`src/rtl/dcache_pkg.sv`:
```
`default_nettype none

package dcache_pkg;

    ////////////////////
    // address fields
    ////////////////////

    localparam int ADDR_W         = 30;  // cpu word address
    localparam int WORD_W         = 32;
    localparam int WORDS_PER_LINE = 4;
    localparam int OFFSET_W       = 2;   // word within line
    localparam int INDEX_W        = 8;   // set select
    localparam int SETS           = 256;
    localparam int TAG_W          = ADDR_W - INDEX_W - OFFSET_W;  // 20 bits
    localparam int LINE_ADDR_W    = TAG_W + INDEX_W;              // tag then index

    ////////////////////
    // storage types
    ////////////////////

    // word 0 sits in the low 32 bits
    typedef logic [WORDS_PER_LINE-1:0][WORD_W-1:0] line_t;

    typedef struct packed {
        logic             valid;
        logic             dirty;  // line differs from l2
        logic [TAG_W-1:0] tag;
    } tag_entry_t;

    ////////////////////
    // controller
    ////////////////////

    typedef enum logic [2:0] {
        ST_IDLE,     // wait for cpu, also covers the array read cycle
        ST_LOOKUP,   // tag compare on array output
        ST_WAIT_L2,  // miss held while l2 not free
        ST_REFILL,   // l2 request out, wait for line
        ST_DONE      // refill written, answer cpu
    } ctrl_state_t;

endpackage

`default_nettype wire

```
`src/rtl/dcache_array_if.sv`:
```
`timescale 1ns/1ps
`default_nettype none

interface dcache_array_if;
    import dcache_pkg::*;

    // write side, one enable bit per way
    logic [INDEX_W-1:0] index;
    logic [1:0]         tag_we;
    logic [1:0]         data_we;
    tag_entry_t         wr_tag;
    line_t              wr_line;

    // registered read results
    tag_entry_t         rd_tag  [2];
    line_t              rd_line [2];

    modport ctrl (
        output index, tag_we, data_we, wr_tag, wr_line,
        input  rd_tag, rd_line
    );

    modport lookup (
        input index, rd_tag, rd_line
    );

    // array side as seen from the top level
    modport ram (
        input  index, tag_we, data_we, wr_tag, wr_line,
        output rd_tag, rd_line
    );

endinterface

`default_nettype wire

```
`src/rtl/dcache_lookup.sv`:
```
`timescale 1ns/1ps
`default_nettype none

module dcache_lookup (
    input  logic                            clk,
    input  logic                            arst_n,
    dcache_array_if.lookup                  arr,
    input  logic [dcache_pkg::TAG_W-1:0]    cmp_tag,
    input  logic [dcache_pkg::OFFSET_W-1:0] offset,
    input  logic                            lru_touch,
    input  logic                            touch_way,
    output logic                            hit,
    output logic                            hit_way,
    output logic                            victim_way,
    output dcache_pkg::tag_entry_t          victim_entry,
    output dcache_pkg::line_t               victim_line,
    output logic [dcache_pkg::WORD_W-1:0]   sel_word,
    output dcache_pkg::line_t               hit_line
);
    import dcache_pkg::*;

    logic            hit0;
    logic            hit1;
    logic [SETS-1:0] lru_q;  // names the way to evict next

    ////////////////////
    // tag compare
    ////////////////////

    assign hit0 = arr.rd_tag[0].valid && (arr.rd_tag[0].tag == cmp_tag);
    assign hit1 = arr.rd_tag[1].valid && (arr.rd_tag[1].tag == cmp_tag);

    assign hit     = hit0 || hit1;
    assign hit_way = !hit0;  // way 0 wins if both match

    assign hit_line = arr.rd_line[hit_way];
    assign sel_word = hit_line[offset];

    ////////////////////
    // victim choice
    ////////////////////

    always_comb begin
        if (!arr.rd_tag[0].valid) begin
            victim_way = 1'b0;
        end else if (!arr.rd_tag[1].valid) begin
            victim_way = 1'b1;
        end else begin
            victim_way = lru_q[arr.index];
        end
    end

    assign victim_entry = arr.rd_tag[victim_way];
    assign victim_line  = arr.rd_line[victim_way];

    ////////////////////
    // lru bits
    ////////////////////

    always_ff @(posedge clk or negedge arst_n) begin
        if (!arst_n) begin
            lru_q <= '0;
        end else if (lru_touch) begin
            lru_q[arr.index] <= !touch_way;  // evict the other way next
        end
    end

endmodule

`default_nettype wire

```
`src/flat_wrapper.sv`:
```
// flat-port wrapper written by rule: the top's interface ports become plain ports
module dcache_lookup_flat import dcache_pkg::*;
  (clk, arst_n, cmp_tag, offset, lru_touch, touch_way, hit, hit_way, victim_way, victim_entry, victim_line, sel_word, hit_line, arr_index, arr_rd_tag, arr_rd_line);
  dcache_array_if arr_i ();
  input  logic clk;
  input  logic arst_n;
  input  logic [dcache_pkg::TAG_W-1:0] cmp_tag;
  input  logic [dcache_pkg::OFFSET_W-1:0] offset;
  input  logic lru_touch;
  input  logic touch_way;
  output logic hit;
  output logic hit_way;
  output logic victim_way;
  output dcache_pkg::tag_entry_t victim_entry;
  output dcache_pkg::line_t victim_line;
  output logic [dcache_pkg::WORD_W-1:0] sel_word;
  output dcache_pkg::line_t hit_line;
  input wire logic [$bits(arr_i.index)-1:0] arr_index;
  input wire logic [$bits(arr_i.rd_tag)-1:0] arr_rd_tag;
  input wire logic [$bits(arr_i.rd_line)-1:0] arr_rd_line;
  assign arr_i.index = arr_index;
  assign arr_i.rd_tag = {>>{arr_rd_tag}};
  assign arr_i.rd_line = {>>{arr_rd_line}};
  dcache_lookup u_core (.clk(clk), .arst_n(arst_n), .arr(arr_i), .cmp_tag(cmp_tag), .offset(offset), .lru_touch(lru_touch), .touch_way(touch_way), .hit(hit), .hit_way(hit_way), .victim_way(victim_way), .victim_entry(victim_entry), .victim_line(victim_line), .sel_word(sel_word), .hit_line(hit_line));
endmodule
```
`config.mk`:
```
export PLATFORM = sky130hd
export DESIGN_NAME = dcache_lookup_flat
export DESIGN_NICKNAME = d
export VERILOG_FILES = /design/src/rtl/dcache_pkg.sv /design/src/rtl/dcache_array_if.sv /design/src/rtl/dcache_lookup.sv /design/src/flat_wrapper.sv
export SDC_FILE = /design/constraint.sdc
export NUM_CORES = 1
export LEC_CHECK = 0
export BUFFER_PORTS_ARGS = -buffer_cell sky130_fd_sc_hd__buf_2
export CORE_AREA = 8 8 248 250
export CTS_BUF_LIST = sky130_fd_sc_hd__clkbuf_8
export DETAILED_ROUTE_END_ITERATION = 7
export DIE_AREA = 0 0 256 258
export PLACE_DENSITY = 0.51
export SYNTH_ARGS = -nofsm -noshare
export SYNTH_HDL_FRONTEND = slang
export SYNTH_SLANG_ARGS = --single-unit
```
`constraint.sdc`:
```
create_clock -name clk -period 11.7 [get_ports clk]
set_clock_uncertainty 0.05 [all_clocks]
set_input_delay 3.51 -clock clk [delete_from_list [all_inputs] [get_ports clk]]
set_output_delay 3.51 -clock clk [all_outputs]
set_load 0.02 [all_outputs]
```
======== Yosys cells after proc, flatten, opt, wreduce, memory -nomap -nowiden ========
Cells that the tools add are included.
word-level totals
  bits in registers ....................... 256
  bits of input ports ..................... 334
operators by class
  $lt $le $gt $ge ......................... 5
  equality and inequality tests ........... 2
  mux-type cells .......................... 18
  bitwise gates (word level) .............. 2
  reduce and logical (&&, ||, !) cells .... 6
operators with widths
  operator                                                     number
  two-way mux 128 bit                                          6
  bitwise mux 256 bit                                          1
  two-way mux 22 bit                                           3
  binary-select mux 32 bit (select 2 bit)                      1
  == test 20 bit                                               2
  two-way mux 32 bit                                           1
  less-than comparator 8 x 9 -> 1 bit (second input constant)  1
  binary-select mux 1 bit (select 8 bit)                       1
  demux 1 bit (select 8 bit)                                   1
  >= comparator 8 x 1 -> 1 bit (second input constant)         1
  >= comparator 2 bit (second input constant)                  2
  two-way mux 1 bit                                            4
  NOT 1 -> 2 bit                                               2
  logical AND 1 bit                                            3
  less-than comparator 2 x 3 -> 1 bit (second input constant)  1
  logical NOT 1 bit                                            2
  logical OR 1 bit                                             1

======== Logic depth before layout (Yosys ltp) ========
Gate-level depths: netlist (run 1).
  word-level depth ........................ 9
  depth in mapped cells ................... 14

======== Worst setup path after synthesis (run 1) ========
No wires, ideal clock.
  path kind ............................... input -> output
  from .................................... input port arr_index[3]
  to ...................................... output port victim_entry[12] (netlist name)
  arrival ................................. 6316 ps
  required time ........................... 8140 ps
  slack ................................... 1824 ps
  stages on the path ...................... 12
  buffers on the path ..................... 6
  path through ............................ buf_4 clkbuf_1 clkbuf_1 mux4_2 mux2_2 a32oi_1 nand4_1 o41a_1 buf_6 buf_12 buf_12 mux2_4
RTL lines
  what             RTL line            RTL
  start, declared  flat_wrapper.sv:18  input wire logic [$bits(arr_i.index)-1:0] arr_index;
  end, declared    flat_wrapper.sv:14  output dcache_pkg::tag_entry_t victim_entry;

==> results of run 1 <==
## area by class of cell
class	instances	area, um^2
clock inverters	18	93.84
flip-flops and latches	256	6406
well taps	765	957.2
repair buffers	700	3732
clock buffers	49	674.4
fillers	5827	35300
inverters	2	7.507
multi-input cells	1129	10170
diodes	9	22.52
## per-stage QoR
step,hold slack (ps),instances
detailed placement,424.7,2852
global route,466.7,2921
global placement,411.6,2852
finish,436.3,2928
CTS,439.2,2919
floorplan,394.5,1588
## worst register-to-register path, stage by stage (launching register included)
cell and delay [ps]:
dfrtp_1 390, a21oi_1 160, a31oi_1 60
## power by group
part           switching [uW]  total (uW)  internal, uW
Clock                     357         736           379
Combinational             562         869           307
Sequential               40.7         999           959
Total                     960        2600          1640
## worst max path at each step
stage,to,slack (ps),from,depth (start not counted)
after floorplan,victim_entry[12],1820,arr_index[3],12
after global placement,victim_line[12],920,arr_index[3],11
after detailed placement,victim_line[12],890,arr_index[3],11
after CTS,victim_line[12],880,arr_index[3],11
after global routing,victim_line[12],720,arr_index[0],11
final,victim_line[50],740,arr_index[3],12
## layer usage
metal	share of wire, %	GRT usage [%]	vias up
met4	3.9	11.55	12
met1	42	47.95	8956
li1	-	-	7272
met3	11	12.00	195
met2	43	52.81	1176
met5	0.048	0	-
## layout by cell type (no fill, tap or decap), types with 8 or more instances in the layout
| cell type | instances |
|---|---|
| buf_2 | 643 |
| dfrtp_1 | 256 |
| mux2_4 | 101 |
| a31oi_1 | 255 |
| a21oi_1 | 259 |
| clkbuf_8 | 49 |
| mux2i_1 | 37 |
| buf_4 | 49 |
| a22oi_1 | 18 |
| xor2_1 | 21 |
| mux4_2 | 75 |
| diode_2 | 9 |
| nand4_1 | 16 |
| nand2_1 | 32 |
| xnor2_1 | 19 |
| mux2_2 | 182 |
| inv_1 | 15 |
| nor2_2 | 8 |
| nand3_1 | 13 |
## logic make-up (layout without fill, tap and decap cells)
group                  Yosys count  in the layout  share of synthesized area, %
AO/OA/AOI/OAI                  554            554                         18.42
flip-flops                     256            256                         36.73
other                            0              9                             0
buffers and inverters          203            769                         5.976
XOR/XNOR                        40             40                         2.009
multiplexers                   398            398                         32.54
AND/OR/NAND/NOR                137            137                         4.319
==> results.cfg, run 1 <==
[clock_network]
cts-root-buf = clkbuf_8
cts_tree = yes
postCtsHoldBufs = 0
cts_sinks = 256
clockBufferDepth = 3
post_cts_buffers = 0
cts_resized = 0
numCtsBuffers = 43
cts.htree.levels = 2
clock_latency_ps = 560
path_clk_slew_ps = 60

[finish]
fin_area_um2 = 22070
top_register = u_core.lru_q
final_core_util_pct = 38.47
syn2layout_area_growth_pct = 26.53
fin_nets = 2466
drive_gt1_share_pct = 53.06
largest_register_ff_count = 256
top_regs = u_core.lru_q (256)

[floorplan]
die_x_um = 256
rows = 88
start_util_pct = 30.40
core_um2 = 57370
ios = 647
die_area_um2 = 66050
die_h_um = 258

[global_route]
gr-total-overflow = 0
grt_pass1_wl_um = 161000
grt_pass1_vias = 16850
grt_max_degree = 138
grt.total_usage_pct = 35.44
antenna_found_initial = 57

[routing]
drt_iter0_drc = 2045
viasPerCell = 6.015
routed_wl_um = 123300
vias = 17610
ant_nets = 0
wl_per_cell_um = 42.12
drt_first_pass_iters = 5
drc_errors = 0

[yosys]
synth_edf_count = 0
yosys.cell_count.top_type = a21oi_1
syn-num-nets = 1922
ys.flop_type = dfrtp_1
yosysWarnings = 0
synth_top_area_share_pct = 36.73
synth.cell_area_um2 = 17440
synth_area_leaders = dfrtp_1, mux2_2, mux4_2, a31oi_1, mux2_4
async_reset_ff_share_pct = 100.0
ys_ff_latch = 256
syn_inst = 1588
yosys.area.top_type = dfrtp_1
netlist_top_cells_count = a21oi_1, dfrtp_1, a31oi_1
synthDistinctLibCells = 51
ys_seq_area_share_pct = 36.73
avgSynthCellArea_um2 = 10.98

[power]
p_per_area_nw_per_um2 = 118.0
leakagePower_uw = 0.01025
finalPower_uw = 2605
ir_worst_vdd_mv = 0.09427

[placement]
dp_slack_ps = 886.8
placed_area_um2 = 21280
portBuffers = 646
gp_congestion = 1.116
hpwl_um = 103000

[critical_path]
path_buf_inv = 5
crit_fanout = 53
critPathSlowestCell = buf_2
worstSetupPathType = in -> out
end_kind = output port
arrival_ps = 7400
timing.rr.end = u_core.lru_q[39]
reg2reg_depth = 2
cp.required_ps = 8140
cp_cell_sequence = buf_2, buf_4, mux4_2, mux2_2, nand3_1, nand4_1, or4_1, o41a_2, buf_12, buf_12, mux2_4, buf_2
path_delay_family = buffers and inverters
reg2reg_setup_slack_ps = 10870
timing.rr.start = u_core.lru_q[39]
startpoint_type = primary input
critical_path.max_stage_delay_ps = 520

[min_path]
hold_end = u_core.lru_q[5]
holdPathStages = 2
worstHoldStart = u_core.lru_q[5]
hold_path.class = reg -> reg

[outcome]
status = completed

[sta]
rsz0062_at_grt = no
max_freq_ghz = 0.09123
slew_viol_final = 0
hold_viol = 0
worst_slack_ps = 738.8
finalSetupViolCount = 0
slew-limit-headroom_pct = 12.46
setup_tns_ps = 0
finalCritPeriodShare_pct = 93.69
worstMarginPinSlew_ps = 1306
fin_crit_ps = 10960

[run]
drv_cap = 0
No activity file was read; power rests on OpenSTA's default activity.
==> run 2: changes to the inputs <==
==> constraint.sdc (replaced) <==
create_clock -name clk -period 10.4 [get_ports clk]
set_clock_uncertainty 0.05 [all_clocks]
set_input_delay 3.12 -clock clk [delete_from_list [all_inputs] [get_ports clk]]
set_output_delay 3.12 -clock clk [all_outputs]
set_load 0.02 [all_outputs]
==> run 2 against run 1 <==
Against the previous run:
- clock power up 23%
- sequential share of layout area down 0.26 points
- global-route usage up 0.51 points
- combinational power up 14%
- non-clock buffer count up 8
- via count down 0.44%
- die area unchanged
- register-to-register slack worse by 1300 ps
- final cell count up 0.68%
- largest cell class unchanged
==> results.cfg, run 2 (same netlist as run 1, synthesis figures left out) <==
[outcome]
status = completed

[finish]
stdcell_count = 2948
fin_nets = 2475
top_register = u_core.lru_q
largest_register_ff_count = 256
layout_commonest_cell = buf_2
final_cell_mix = buf_2, a21oi_1, dfrtp_1
top_regs = u_core.lru_q (256)
final_core_util_pct = 38.82
fin_area_um2 = 22270
drive_gt1_share_pct = 53.25
syn2layout_area_growth_pct = 27.69

[sta]
slew_viol_final = 0
max_freq_ghz = 0.09857
worstMarginPinSlew_ps = 1227
slew-limit-headroom_pct = 18.19
finalCritPeriodShare_pct = 97.55
setup_tns_ps = 0
fin_crit_ps = 10150
hold_viol = 0
finalSetupViolCount = 0
rsz0062_at_grt = no

[critical_path]
crit_fanout = 35
startpoint_type = primary input
worstSetupPathType = in -> out
arrival_ps = 6980
cp.required_ps = 7230
end_kind = output port

[routing]
ant_nets = 0
drt_first_pass_iters = 5
viasPerCell = 5.947
vias = 17530
drc_errors = 0
routed_wl_um = 125000
drt_iter0_drc = 2226
wl_per_cell_um = 42.40

[global_route]
grt_pass1_wl_um = 162900
grt.total_usage_pct = 35.95
grt_max_degree = 163
grt_pass1_vias = 17100
antenna_found_initial = 48
gr-total-overflow = 0

[clock_network]
clockBufferDepth = 3
cts_sinks = 256
cts_resized = 0
cts-root-buf = clkbuf_8
cts.htree.levels = 2
postCtsHoldBufs = 0
numCtsBuffers = 44
clock_latency_ps = 560
cts_tree = yes
path_clk_slew_ps = 70
post_cts_buffers = 0

[power]
leakagePower_uw = 0.01036
p_per_area_nw_per_um2 = 135.6
finalPower_uw = 3018
ir_worst_vdd_mv = 0.1003

[placement]
portBuffers = 646
dp.cells = 2860
placed_area_um2 = 21380
hpwl_um = 103400
gp_congestion = 1.158

[floorplan]
ios = 647
start_util_pct = 30.40
die_x_um = 256
die_area_um2 = 66050
core_um2 = 57370
die_h_um = 258
rows = 88

[run]
drv_cap = 0

[min_path]
hold_path.class = reg -> reg
==> run 2: cell count changes in the layout (fill, tap and decap cells not counted) <==
| cell | previous run | this run |
|---|---|---|
| buf_4 | 49 | 56 |
| nor2_4 | 6 | 12 |
| clkinv_4 | 1 | 0 |
| inv_6 | 1 | 0 |
| clkinv_8 | 1 | 0 |
| inv_1 | 15 | 19 |
| clkbuf_8 | 49 | 57 |
| diode_2 | 9 | 12 |
| nor2_2 | 8 | 2 |
| buf_12 | 6 | 7 |
==> run 2: path summary, 6_finish.rpt <==
| kind | startpoint | endpoint | slack [ps] | cells past startpoint |
|---|---|---|---|---|
| max reg2reg | u_core.lru_q[34] | u_core.lru_q[34] | 9560 | 2 |
| max in group asynchronous | arst_n | u_core.lru_q[41] | 6330 | 2 |
| min reg2reg | u_core.lru_q[4] | u_core.lru_q[4] | 440 | 2 |
| max | arr_index[1] | victim_line[18] | 250 | 11 |
| min in group asynchronous | arst_n | u_core.lru_q[233] | 2550 | 1 |
| min | u_core.lru_q[4] | u_core.lru_q[4] | 440 | 2 |
==> run 2: final cells by class <==
| type | count | area, um^2 |
|---|---|---|
| flip-flops and latches | 256 | 6406 |
| fillers | 5829 | 35100 |
| repair buffers | 708 | 3805 |
| multi-input cells | 1129 | 10200 |
| clock buffers | 57 | 784.5 |
| well taps | 765 | 957.2 |
| clock inverters | 19 | 75.07 |
| diodes | 12 | 30.03 |
| inverters | 2 | 7.507 |
==> run 2: metal layers <==
metal / global-route usage [%] / part of all wire, % / vias up
met4: 14.06 / 4.7 / 12
met5: 0 / 0.060 / -
met2: 52.24 / 42 / 1167
li1: - / - / 7299
met3: 16.01 / 12 / 190
met1: 46.42 / 41 / 8865
==> run 2: report_power, final <==
part           switching (uW)  internal [uW]
clock network             418            487
registers                44.5           1080
logic                     642            349
==> run 2: worst max-delay path, stage by stage <==
cell and delay [ps]:
buf_4 510, buf_4 390, mux4_2 340, a31oi_1 210
nand4_1 130, or4_1 620, o41a_2 530, buf_12 190
buf_12 220, mux2_2 400, buf_2 220
==> run 2: stage by stage <==
step	setup WS, ps	hold WS [ps]
floorplan	1304	394.5
global placement	240.0	410.9
detailed placement	272.6	421.6
CTS	266.7	436.0
global route	215.5	471.2
finish	254.8	436.5
