$ cat config.mk
export PLATFORM = sky130hd
export DESIGN_NAME = dcache_ctrl_flat
export DESIGN_NICKNAME = d
export VERILOG_FILES = /design/src/rtl/dcache_pkg.sv /design/src/rtl/dcache_array_if.sv /design/src/rtl/dcache_ctrl.sv /design/src/flat_wrapper.sv
export SDC_FILE = /design/constraint.sdc
export NUM_CORES = 1
export LEC_CHECK = 0
export BUFFER_PORTS_ARGS = -buffer_cell sky130_fd_sc_hd__buf_4
export CORE_AREA = 2 2 473 475
export DETAILED_ROUTE_END_ITERATION = 10
export DIE_AREA = 0 0 475 477
export PLACE_DENSITY_LB_ADDON = 0.08
export REMOVE_ABC_BUFFERS = 1
export SYNTH_ARGS = -nofsm -noshare
export SYNTH_HDL_FRONTEND = slang
export SYNTH_SLANG_ARGS = --single-unit
$ cat constraint.sdc
create_clock -name clk -period 4.8 [get_ports clk]
set_input_delay 0 -clock clk [delete_from_list [all_inputs] [get_ports clk]]
set_output_delay 0 -clock clk [all_outputs]
set_load 0.03 [all_outputs]
$ cat src/rtl/dcache_pkg.sv
`default_nettype none

package dcache_pkg;

    ////////////////////
    // address fields
    ////////////////////

    localparam int ADDR_W         = 30;  // cpu word address
    localparam int WORD_W         = 32;
    localparam int WORDS_PER_LINE = 4;
    localparam int OFFSET_W       = 2;   // word within line
    localparam int INDEX_W        = 8;   // set select
    localparam int SETS           = 256;
    localparam int TAG_W          = ADDR_W - INDEX_W - OFFSET_W;  // 20 bits
    localparam int LINE_ADDR_W    = TAG_W + INDEX_W;              // tag then index

    ////////////////////
    // storage types
    ////////////////////

    // word 0 sits in the low 32 bits
    typedef logic [WORDS_PER_LINE-1:0][WORD_W-1:0] line_t;

    typedef struct packed {
        logic             valid;
        logic             dirty;  // line differs from l2
        logic [TAG_W-1:0] tag;
    } tag_entry_t;

    ////////////////////
    // controller
    ////////////////////

    typedef enum logic [2:0] {
        ST_IDLE,     // wait for cpu, also covers the array read cycle
        ST_LOOKUP,   // tag compare on array output
        ST_WAIT_L2,  // miss held while l2 not free
        ST_REFILL,   // l2 request out, wait for line
        ST_DONE      // refill written, answer cpu
    } ctrl_state_t;

endpackage

`default_nettype wire

$ cat src/rtl/dcache_array_if.sv
`timescale 1ns/1ps
`default_nettype none

interface dcache_array_if;
    import dcache_pkg::*;

    // write side, one enable bit per way
    logic [INDEX_W-1:0] index;
    logic [1:0]         tag_we;
    logic [1:0]         data_we;
    tag_entry_t         wr_tag;
    line_t              wr_line;

    // registered read results
    tag_entry_t         rd_tag  [2];
    line_t              rd_line [2];

    modport ctrl (
        output index, tag_we, data_we, wr_tag, wr_line,
        input  rd_tag, rd_line
    );

    modport lookup (
        input index, rd_tag, rd_line
    );

    // array side as seen from the top level
    modport ram (
        input  index, tag_we, data_we, wr_tag, wr_line,
        output rd_tag, rd_line
    );

endinterface

`default_nettype wire

$ cat src/rtl/dcache_ctrl.sv
`timescale 1ns/1ps
`default_nettype none

module dcache_ctrl (
    input  logic                               clk,
    input  logic                               arst_n,
    // cpu side
    input  logic                               cpu_req,
    input  logic                               cpu_we,
    input  logic [dcache_pkg::ADDR_W-1:0]      cpu_addr,
    input  logic [dcache_pkg::WORD_W-1:0]      cpu_wdata,
    output logic                               cpu_busy,
    output logic                               cpu_done,
    output logic [dcache_pkg::WORD_W-1:0]      cpu_rdata,
    // l2 side
    input  logic                               l2_free,
    output logic                               l2_req,
    output logic                               l2_wb,
    output logic [dcache_pkg::LINE_ADDR_W-1:0] l2_addr,
    output logic [dcache_pkg::LINE_ADDR_W-1:0] l2_wb_addr,
    output dcache_pkg::line_t                  l2_wb_line,
    input  logic                               l2_rdy,
    input  dcache_pkg::line_t                  l2_rdata,
    // arrays and lookup
    dcache_array_if.ctrl                       arr,
    output logic [dcache_pkg::TAG_W-1:0]       cmp_tag,
    output logic [dcache_pkg::OFFSET_W-1:0]    offset,
    input  logic                               hit,
    input  logic                               hit_way,
    input  logic                               victim_way,
    input  dcache_pkg::tag_entry_t             victim_entry,
    input  dcache_pkg::line_t                  victim_line,
    input  logic [dcache_pkg::WORD_W-1:0]      sel_word,
    input  dcache_pkg::line_t                  hit_line,
    output logic                               lru_touch,
    output logic                               touch_way
);
    import dcache_pkg::*;

    ctrl_state_t         state_q;
    ctrl_state_t         state_d;
    logic                req_pend_q;  // request taken, arrays reading
    logic                accept;
    logic [ADDR_W-1:0]   addr_q;
    logic                we_q;
    logic [WORD_W-1:0]   wdata_q;
    logic                way_q;       // way that receives the refill
    logic [WORD_W-1:0]   rdata_q;
    logic                wr_way;
    logic                line_wr;
    line_t               merge_base;
    line_t               merge_line;

    ////////////////////
    // request latch
    ////////////////////

    assign accept = cpu_req && !cpu_busy;

    always_ff @(posedge clk) begin
        if (accept) begin
            addr_q  <= cpu_addr;
            we_q    <= cpu_we;
            wdata_q <= cpu_wdata;
        end
        if (state_q == ST_LOOKUP) begin
            way_q <= victim_way;  // stays put until the refill
        end
        if (state_q == ST_REFILL && l2_rdy) begin
            rdata_q <= l2_rdata[offset];
        end
    end

    assign cmp_tag   = addr_q[ADDR_W-1 -: TAG_W];
    assign offset    = addr_q[OFFSET_W-1:0];
    assign arr.index = addr_q[OFFSET_W +: INDEX_W];

    ////////////////////
    // state machine
    ////////////////////

    always_ff @(posedge clk or negedge arst_n) begin
        if (!arst_n) begin
            state_q    <= ST_IDLE;
            req_pend_q <= 1'b0;
        end else begin
            state_q    <= state_d;
            req_pend_q <= accept;
        end
    end

    always_comb begin
        state_d = state_q;
        case (state_q)
            ST_IDLE: begin
                if (req_pend_q) begin
                    state_d = ST_LOOKUP;
                end
            end
            ST_LOOKUP: begin
                if (hit) begin
                    state_d = ST_IDLE;
                end else if (l2_free) begin
                    state_d = ST_REFILL;
                end else begin
                    state_d = ST_WAIT_L2;
                end
            end
            ST_WAIT_L2: begin
                if (l2_free) begin
                    state_d = ST_REFILL;
                end
            end
            ST_REFILL: begin
                if (l2_rdy) begin
                    state_d = ST_DONE;
                end
            end
            ST_DONE: state_d = ST_IDLE;
            default: state_d = ST_IDLE;
        endcase
    end

    ////////////////////
    // cpu strobes
    ////////////////////

    assign cpu_busy  = (state_q != ST_IDLE) || req_pend_q;
    assign cpu_done  = (state_q == ST_LOOKUP && hit) || (state_q == ST_DONE);
    assign cpu_rdata = (state_q == ST_LOOKUP) ? sel_word : rdata_q;

    assign lru_touch = cpu_done;
    assign touch_way = (state_q == ST_LOOKUP) ? hit_way : way_q;

    ////////////////////
    // l2 strobes
    ////////////////////

    assign l2_req = l2_free && ((state_q == ST_LOOKUP && !hit) || state_q == ST_WAIT_L2);
    assign l2_wb  = l2_req && victim_entry.valid && victim_entry.dirty;

    assign l2_addr    = addr_q[ADDR_W-1:OFFSET_W];
    assign l2_wb_addr = {victim_entry.tag, arr.index};
    assign l2_wb_line = victim_line;

    ////////////////////
    // array writes
    ////////////////////

    // write hit in lookup, refill on the l2_rdy cycle
    assign line_wr    = (state_q == ST_LOOKUP && hit && we_q) || (state_q == ST_REFILL && l2_rdy);
    assign wr_way     = (state_q == ST_REFILL) ? way_q : hit_way;
    assign merge_base = (state_q == ST_REFILL) ? l2_rdata : hit_line;

    always_comb begin
        merge_line = merge_base;
        if (we_q) begin
            merge_line[offset] = wdata_q;  // cpu word over the line
        end
    end

    assign arr.tag_we  = line_wr ? (2'b01 << wr_way) : 2'b00;
    assign arr.data_we = arr.tag_we;
    assign arr.wr_line = merge_line;
    assign arr.wr_tag  = '{valid: 1'b1, dirty: we_q, tag: cmp_tag};

endmodule

`default_nettype wire

$ cat src/flat_wrapper.sv
// flat-port wrapper written by rule: the top's interface ports become plain ports
module dcache_ctrl_flat import dcache_pkg::*;
  (clk, arst_n, cpu_req, cpu_we, cpu_addr, cpu_wdata, cpu_busy, cpu_done, cpu_rdata, l2_free, l2_req, l2_wb, l2_addr, l2_wb_addr, l2_wb_line, l2_rdy, l2_rdata, cmp_tag, offset, hit, hit_way, victim_way, victim_entry, victim_line, sel_word, hit_line, lru_touch, touch_way, arr_index, arr_tag_we, arr_data_we, arr_wr_tag, arr_wr_line, arr_rd_tag, arr_rd_line);
  dcache_array_if arr_i ();
  input  logic clk;
  input  logic arst_n;
  input  logic cpu_req;
  input  logic cpu_we;
  input  logic [dcache_pkg::ADDR_W-1:0] cpu_addr;
  input  logic [dcache_pkg::WORD_W-1:0] cpu_wdata;
  output logic cpu_busy;
  output logic cpu_done;
  output logic [dcache_pkg::WORD_W-1:0] cpu_rdata;
  input  logic l2_free;
  output logic l2_req;
  output logic l2_wb;
  output logic [dcache_pkg::LINE_ADDR_W-1:0] l2_addr;
  output logic [dcache_pkg::LINE_ADDR_W-1:0] l2_wb_addr;
  output dcache_pkg::line_t l2_wb_line;
  input  logic l2_rdy;
  input  dcache_pkg::line_t l2_rdata;
  output logic [dcache_pkg::TAG_W-1:0] cmp_tag;
  output logic [dcache_pkg::OFFSET_W-1:0] offset;
  input  logic hit;
  input  logic hit_way;
  input  logic victim_way;
  input  dcache_pkg::tag_entry_t victim_entry;
  input  dcache_pkg::line_t victim_line;
  input  logic [dcache_pkg::WORD_W-1:0] sel_word;
  input  dcache_pkg::line_t hit_line;
  output logic lru_touch;
  output logic touch_way;
  output wire logic [$bits(arr_i.index)-1:0] arr_index;
  output wire logic [$bits(arr_i.tag_we)-1:0] arr_tag_we;
  output wire logic [$bits(arr_i.data_we)-1:0] arr_data_we;
  output wire logic [$bits(arr_i.wr_tag)-1:0] arr_wr_tag;
  output wire logic [$bits(arr_i.wr_line)-1:0] arr_wr_line;
  input wire logic [$bits(arr_i.rd_tag)-1:0] arr_rd_tag;
  input wire logic [$bits(arr_i.rd_line)-1:0] arr_rd_line;
  assign arr_index = arr_i.index;
  assign arr_tag_we = arr_i.tag_we;
  assign arr_data_we = arr_i.data_we;
  assign arr_wr_tag = arr_i.wr_tag;
  assign arr_wr_line = arr_i.wr_line;
  assign arr_i.rd_tag = {>>{arr_rd_tag}};
  assign arr_i.rd_line = {>>{arr_rd_line}};
  dcache_ctrl u_core (.clk(clk), .arst_n(arst_n), .cpu_req(cpu_req), .cpu_we(cpu_we), .cpu_addr(cpu_addr), .cpu_wdata(cpu_wdata), .cpu_busy(cpu_busy), .cpu_done(cpu_done), .cpu_rdata(cpu_rdata), .l2_free(l2_free), .l2_req(l2_req), .l2_wb(l2_wb), .l2_addr(l2_addr), .l2_wb_addr(l2_wb_addr), .l2_wb_line(l2_wb_line), .l2_rdy(l2_rdy), .l2_rdata(l2_rdata), .arr(arr_i), .cmp_tag(cmp_tag), .offset(offset), .hit(hit), .hit_way(hit_way), .victim_way(victim_way), .victim_entry(victim_entry), .victim_line(victim_line), .sel_word(sel_word), .hit_line(hit_line), .lru_touch(lru_touch), .touch_way(touch_way));
endmodule
Word level (Yosys, flattened, before mapping)
Cells that the tools add are included.
Word-level totals
  flip-flop bits (word level): 100
  output and inout port bits: 406
  input bits: 809
  logic and storage cells: 52
Cells by class
  multiplexer cells: 17
  order comparisons: 2
  reduce and logical (&&, ||, !) cells: 18
  equality and inequality tests: 7
  shift-type cells: 1
Operators by type and width (count)
  $mux 128: 2
  $bwmux 128: 1
  $mux 32: 3
  $bmux 32 s2: 1
  $demux 32 s2: 1
  $mux 3: 4
  $pmux 3 s4: 1
  $logic_and 1x1->1: 9
  $eq 3x2->1 const B: 2
  $logic_or 1x1->1: 4
  $ne 2x2->1 const B: 2
  $eq 3x1->1 const B: 1
  $eq 3x3->1 const B: 1
  $logic_not 3->1: 1
  $lt 2x3->1 const B: 1
  $mux 1: 3
  $reduce_and 3->1: 1
  $reduce_bool 3->1: 1
  $ge 2x1->1 const B: 1
  $logic_not 1->1: 2
  $mux 2: 1
  $ne 2x1->1 const B: 1
  $shl 1x1->2 const A: 1

Depth between registers and ports, before layout
Gate-level depths: netlist (run 1).
  depth after elaboration: 6
  mapped depth: 7
  depth with buffers taken out: 3

Worst setup path after synthesis (run 1)
OpenSTA, ideal clock, no wires.
  path kind: register -> register
  from: register u_core.state_q[1]
  to: register u_core.addr_q[0], enable pin
  setup time: 0.486 ns
  period minus slack after synthesis: 4.462 ns
  buffers on the path: 1
  data required time: 4.314 ns
  data arrival time: 3.976 ns
  path slack: 0.338 ns
  stages on the path, launching flop included: 4
  cell sequence: dfrtp_1 buf_2 or4_1 nor2_1
Between the ends
  longest elaborated chain between the ends: 4
RTL lines
  from (decl): RTL line dcache_ctrl.sv:40  | ctrl_state_t state_q;
  from (signal assigned): RTL line dcache_ctrl.sv:87  | state_q <= state_d;
  $reduce_bool 3->1: RTL line dcache_ctrl.sv:128  | assign cpu_busy = (state_q != ST_IDLE) || req_pend_q;
  $logic_or 1x1->1: RTL line dcache_ctrl.sv:128
  net cpu_busy: RTL line flat_wrapper.sv:11  | output logic cpu_busy;
  $logic_not 1->1: RTL line dcache_ctrl.sv:58  | assign accept = cpu_req && !cpu_busy;
  $logic_and 1x1->1: RTL line dcache_ctrl.sv:58
  net u_core.accept: RTL line dcache_ctrl.sv:43  | logic accept;
  to (signal assigned): RTL line dcache_ctrl.sv:62  | addr_q <= cpu_addr;
  to (decl): RTL line dcache_ctrl.sv:44  | logic [ADDR_W-1:0] addr_q;
The timed path passes the listed nets, and every way through them passes these cells.
A chain may end at the register's enable or synchronous reset.

Worst setup path after layout (run 1)
  from: register u_core.addr_q[1]
  to: output port arr_wr_line[0]
Between the ends
  longest elaborated chain between the ends: 6
  elaborated cells on any way between the ends: 7
  classes of those cells: order compare: 2; mux: 4; reduce/logical: 1
RTL lines
  $lt 2x3->1 (implied by the code) or $ge 2x1->1 (tied branches): RTL line dcache_ctrl.sv:158  | merge_line[offset] = wdata_q;
  $logic_and 1x1->1 (implied by the code): RTL line dcache_ctrl.sv:158
  $mux 32 (implied by the code): RTL line dcache_ctrl.sv:158
  $demux 32 s2 (*)
  $bwmux 128 (*): RTL line dcache_ctrl.sv:158
  $mux 128 (*): RTL line dcache_ctrl.sv:157  | if (we_q) begin
  to (decl): RTL line flat_wrapper.sv:37  | output wire logic [$bits(arr_i.wr_line)-1:0] arr_wr_line;
Mark *: on every way between the ends. The rest lies on a longest branch, timed or not.

==> metrics.yaml, run 1 <==
synth_top_area_share: 0.334
worst_slew_pin_slew_ps: 1010
drv_cap: 0
final_nets: 2169
synth_compound_area_frac: 0.0787
syn_avg_cell_area_um2: 10.2
synth.yosys.seq_area_share: 0.346
post_synth_mux_area_share: 0.276
cts.sinks: 100
power_density_mw_per_mm2: 402
power.leakage_nw: 6.69
path_class: "reg -> out"
fin_skew_ps: 35.8
regToRegEndpoint: "u_core.rdata_q[29]$_DFFE_PP_"
synth_top_cells_by_area: "edfxtp_1 (33%), buf_4 (19%), mux2i_1 (15%), mux4_2 (8.4%), a21oi_1 (5.8%)"
crit_path_max_fanout: 34
portBuffers: 617
drtAntennaViolNets: 0
wire_per_inst_um: 28.2
synth-xor-area-share: 0
ys.flop_type: "edfxtp_1"
cp.arrival_ps: 3390
min_delay_worst_endpoint: "l2_wb_line[29]"
die_w_um: 475
synthAdderAreaFrac: 0
clkTransAtPathRegs_ps: 100
cts_buffers: 9
core_area_mm2: 0.221
r2r-start: "u_core.addr_q[1]$_DFFE_PP_"
fin_setup_tns_ps: 0
start_util: 0.0390
drc: 0
synth_top_family_by_area: "multiplexers"
fin_crit_sh: 0.706
synth_edf_count: 96
wl_um: 123000
synth_cells: 850
grt_max_degree: 65
reg2reg_slack_ps: 1630
first_pass_iters: 4
dr.max_layer_used: "met5"
nFillCells: 25888
clockBufferDepth: 2
viasPerCell: 2.02
die-area_mm2: 0.227
hold_viol_final: 0
fmax_mhz: 295
cts_max_level: 3
fin_crit_ps: 3390
ys_top_cells_by_count: "buf_4 (216), mux2i_1 (129), a21oi_1 (100)"
antenna_found_initial: 33
syn_area_mm2: 0.00863
min_from: "victim_line[29]"
grt_pass1_vias: 9072
synth_top_area_cell: "edfxtp_1"
hold_class: "in -> out"
grt_setup_unrepaired: "no"
synth_warnings: 0
totalPowerFinal_w: 0.00678
cts-resized-gates: 0
r2r_cells: 3
drt_iter0_drc: 398
ir_worst_vdd_v: 0.000187
final_core_utilization: 0.0761
yosysMostFrequentCell: "buf_4"
vias: 8779
final-setup-viol-count: 0
syn2layout_area_growth_pct: 95.2
synth-seq-cells: 100
grt_pass1_wl_um: 143000
dr_wl_met3_um: 18600
ys_types: 28
globalplace.congestion: 0.816
finalMaxSlewViolations: 0
cp-end-kind: "primary output"
status: "complete, no violations"
dp_hpwl_um: 105000
worstSkewPairLatency_ps: 490
crit_required_ps: 4800
critPathLaunchType: "flop"
max_slew_margin: 0.329
cts_tree: "built"
m1WireLength_um: 28300
globalRoute.totalOverflow: 0
wl_met2_um: 59700
yosys.area_share.simple: 0.0744
dieHeight_um: 477
synthArstFlopShare: 0.0400
worstHoldPathCells: 0
grt_usage: 0.104
rows: 173
drive_gt1_frac: 0.528
io_pins: 1215
clockRootBuffer: "clkbuf_16"
==> cells by family after synthesis <==
logic type	after synthesis
AND/OR/NAND/NOR	154
AO/OA/AOI/OAI	134
flip-flops	100
other	1
multiplexers	194
buffers and inverters	267
==> layout by cell type (no fill, tap or decap), types with 32 or more instances in the layout <==
cell             n
mux4_2          32
o21ai_0         32
buf_4          633
mux2_2          33
nor2_1          97
mux2i_1        129
a21oi_1        100
nand2_1         35
edfxtp_1        96
dlygate4sd3_1  129
==> worst max path at each step <==
| stage | from | end | slack [ps] | depth (start not counted) |
|---|---|---|---|---|
| global placement | u_core.addr_q[1]$_DFFE_PP_ | arr_wr_line[0] | 1630 | 5 |
| CTS | u_core.addr_q[1]$_DFFE_PP_ | arr_wr_line[0] | 1100 | 5 |
| global route | u_core.addr_q[1]$_DFFE_PP_ | arr_wr_line[0] | 1100 | 5 |
| detailed placement | u_core.addr_q[1]$_DFFE_PP_ | arr_wr_line[0] | 1720 | 5 |
| finish | u_core.addr_q[1]$_DFFE_PP_ | arr_wr_line[0] | 1410 | 5 |
| floorplan | u_core.state_q[1]$_DFFE_PN0P_ | u_core.rdata_q[0]$_DFFE_PP_ | -3730 | 2 |
==> routing by layer <==
layer  track usage  up-vias
li1              -     3839
met1        0.0693     3980
met2         0.180      744
met3        0.0707      174
met4         0.112       42
met5       0.00490        -
==> final cells by class <==
cell class                 count  area, µm²  share of cell area
timing repair buffer         764       6080               0.361
multi-input combinational    483       3740               0.222
tap                         2975       3720               0.221
sequential                   100       2980               0.177
clock buffer                   9        225              0.0134
clock inverter                 7       66.3             0.00394
antenna                        8       20.0             0.00119
inverter                       2       7.51            0.000446
==> through the flow <==
stage	instances	hold WS [ps]	worst slack, ps	area [µm²]
after floorplan	585	-296	-3730	6700
after global placement	4195	-193	1630	15200
after detailed placement	4195	-199	1720	15200
after CTS	4340	1.22	1100	16800
after global routing	4345	0.260	1100	16800
final	4348	0.332	1410	16800
==> worst max-delay path, stage by stage, from the launching register on <==
cell and delay (ps):
edfxtp_1 1020, or3b_4 700, buf_4 620, nor2_1 90
a21oi_1 220, buf_4 210
==> where the power goes <==
group / switching [W] / leakage [nW] / internal, W
registers: 0.000194 / 0.934 / 0.00119
logic: 0.00278 / 5.61 / 0.00167
clock network: 0.000573 / 0.145 / 0.000370
total: 0.00355 / 6.69 / 0.00323
==> what timing repair did <==
| item | 4_1_cts | 5_1_grt |
|---|---|---|
| buffers inserted | 0 | 0 |
| endpoints found under the hold margin | 101 | 0 |
| hold buffers | 129 | 0 |
==> sequential cells by signal, summed over array words and instances (netlist names) <==
signal,flops
u_core.addr_q,30
u_core.rdata_q,32
u_core.req_pend_q,1
u_core.state_q,3
u_core.way_q,1
u_core.wdata_q,32
u_core.we_q,1
No activity file was read; power rests on OpenSTA's default activity.
==> run 2: changes to the inputs <==
- ABC_AREA: unset -> 1
- CORE_AREA: 2 2 473 475 -> 2 2 480 482
- DIE_AREA: 0 0 475 477 -> 0 0 482 484
- clock period: 4.8 -> 3.15 ns (I/O delays scaled with it)
==> run 2 against run 1 <==
Critical path depth is 1 higher. Routed wire length is 4.2% higher. Sequential power is 50% higher. Synthesized area is 2.9% lower. Sequential cell count stayed put. Register-to-register slack worse by 1400 ps. Sequential share of layout area is 0.23 points lower. Die area is 3.0% higher. Non-clock buffer count is 24 higher. Final area is 1.3% higher. Worst setup slack worse by 1200 ps. Via count is 22% higher.
==> metrics.yaml, run 2 <==
final-setup-viol-count: 0
critPathLaunchType: "flop"
clkTransAtPathRegs_ps: 110
fmax_mhz: 338
fin_setup_tns_ps: 0
grt_pass1_vias: 11168
final_common_cell: "buf_4"
finalMaxSlewViolations: 0
crit_path_max_fanout: 21
synth_top_area_share: 0.344
final_core_utilization: 0.0746
io_pins: 1215
globalRoute.totalOverflow: 0
dp_hpwl_um: 107000
final_cell_mix: "buf_4 (639), nand2_1 (437), dlygate4sd3_1 (140)"
synth_top_cells_by_area: "edfxtp_1 (34%), nand2_1 (20%), buf_4 (19%), a31oi_1 (9.6%), nor2_1 (6.0%)"
hold_class: "in -> out"
syn_avg_cell_area_um2: 7.10
fin_skew_ps: 26.8
status: "complete, no violations"
synthArstFlopShare: 0.0400
worst_slew_pin_slew_ps: 982
clockRootBuffer: "clkbuf_16"
syn_area_mm2: 0.00838
ys_top_cells_by_count: "nand2_1 (441), buf_4 (210), nor2_1 (135)"
synth_top_family_by_area: "simple AND/OR/NAND/NOR gates"
cts_max_level: 3
ys_types: 21
drt_iter0_drc: 564
placed_cells: 4573
drv_cap: 0
rows: 176
wire_per_inst_um: 26.9
cp_cell_sequence: "nor2_4, buf_4, a22oi_1, dlygate4sd3_1, nand3_1, dlygate4sd3_1"
die_w_um: 482
regArea_mm2: 0.00298
crit_slowest_cell: "dlygate4sd3_1"
die-area_mm2: 0.233
max_slew_margin: 0.345
cts_buffers: 9
grt_usage: 0.106
multi_input_area_mm2: 0.00354
fin_crit_ps: 2960
final_nets: 2507
grt_setup_unrepaired: "no"
crit_family: "buffers and inverters"
grt_max_degree: 76
start_util: 0.0367
ir_worst_vdd_v: 0.000348
power_density_mw_per_mm2: 652
synth_warnings: 0
synthAdderAreaFrac: 0
drc: 0
hold_viol_final: 0
worstSkewPairLatency_ps: 480
dieHeight_um: 484
synth_compound_area_frac: 0.128
first_pass_iters: 5
cts_tree: "built"
place_area_mm2: 0.0153
antenna_found_initial: 35
fin_cells: 4744
viasPerCell: 2.26
synth_cells: 1181
globalplace.congestion: 0.883
synth-xor-area-share: 0
clockBufferDepth: 2
ys.flop_type: "edfxtp_1"
reg_top3: "u_core.rdata_q x32, u_core.wdata_q x32, u_core.addr_q x30"
yosysMostFrequentCell: "nand2_1"
syn2layout_area_growth_pct: 104
nFillCells: 26997
synth-seq-cells: 100
cts-resized-gates: 0
crit_required_ps: 3490
portBuffers: 617
synth_top_area_cell: "edfxtp_1"
synth.yosys.seq_area_share: 0.356
synth_edf_count: 96
drive_gt1_frac: 0.400
cp-end-kind: "flop"
power.leakage_nw: 6.62
fin_crit_sh: 0.939
yosys.area_share.simple: 0.285
cts_setup_buffers: 0
cts.sinks: 100
core_area_mm2: 0.229
vias: 10708
slowest_delay_ps: 610
totalPowerFinal_w: 0.0111
grt_pass1_wl_um: 152000
crit_top_cell: "dlygate4sd3_1"
drtAntennaViolNets: 0
cts_hold_buf: 140
wl_um: 128000
cp.arrival_ps: 3290
final_area_mm2: 0.0171
crit_buf_inv: 3
path_class: "reg -> reg"
post_synth_mux_area_share: 0
## run 2: cell count changes after synthesis, sizes merged, moves of 28 or more
cell	delta
nand2	+406
mux2i	-129
a31oi	+128
a21oi	-98
nor2	+38
nand3	+36
mux2	-33
mux4	-32
a22oi	+31
o21ai	-28
## run 2: final cells by class
class	count	share of cell area
Inverter	14	0.00330
Clock inverter	7	0.00345
Multi-Input combinational cell	785	0.207
Antenna cell	15	0.00220
Tap cell	3026	0.222
Timing Repair Buffer	788	0.374
Sequential cell	100	0.175
Clock buffer	9	0.0132
## run 2: cells by family after synthesis
| kind of cell | Yosys count |
|---|---|
| compound gates | 166 |
| flops | 100 |
| simple gates | 618 |
| buf+inv | 296 |
| other cells | 1 |
## run 2: power breakdown
| part | internal [W] | switching [W] | total, W |
|---|---|---|---|
| sequential | 0.00180 | 0.000271 | 0.00207 |
| clock | 0.000554 | 0.000860 | 0.00141 |
| combinational | 0.00249 | 0.00516 | 0.00764 |
## run 2: final timing paths
check	cells after the start	from	slack, ps	end
max in group asynchronous	3	arst_n	2470	u_core.req_pend_q$_DFF_PN0_
min	0	victim_line[119]	0.6	l2_wb_line[119]
min reg2reg	3	u_core.state_q[2]$_DFFE_PN0P_	930	u_core.state_q[2]$_DFFE_PN0P_
max	6	u_core.addr_q[0]$_DFFE_PP_	190	u_core.rdata_q[5]$_DFFE_PP_
max reg2reg	6	u_core.addr_q[0]$_DFFE_PP_	190	u_core.rdata_q[5]$_DFFE_PP_
min in group asynchronous	3	arst_n	490	u_core.state_q[0]$_DFFE_PN0P_
## run 2: metrics by stage
step	hold slack, ps	setup slack, ps
final	0.560	192
after global routing	0.298	65.2
after CTS	1.32	60.3
after detailed placement	-195	660
after global placement	-193	675
after floorplan	-296	-1310
## run 2: routing by layer
layer	vias to the layer above	track usage	wire length, µm
met5	-	0.00352	273
li1	4778	-	-
met3	153	0.0684	18600
met2	792	0.180	60800
met4	34	0.100	14700
met1	4951	0.0783	33500
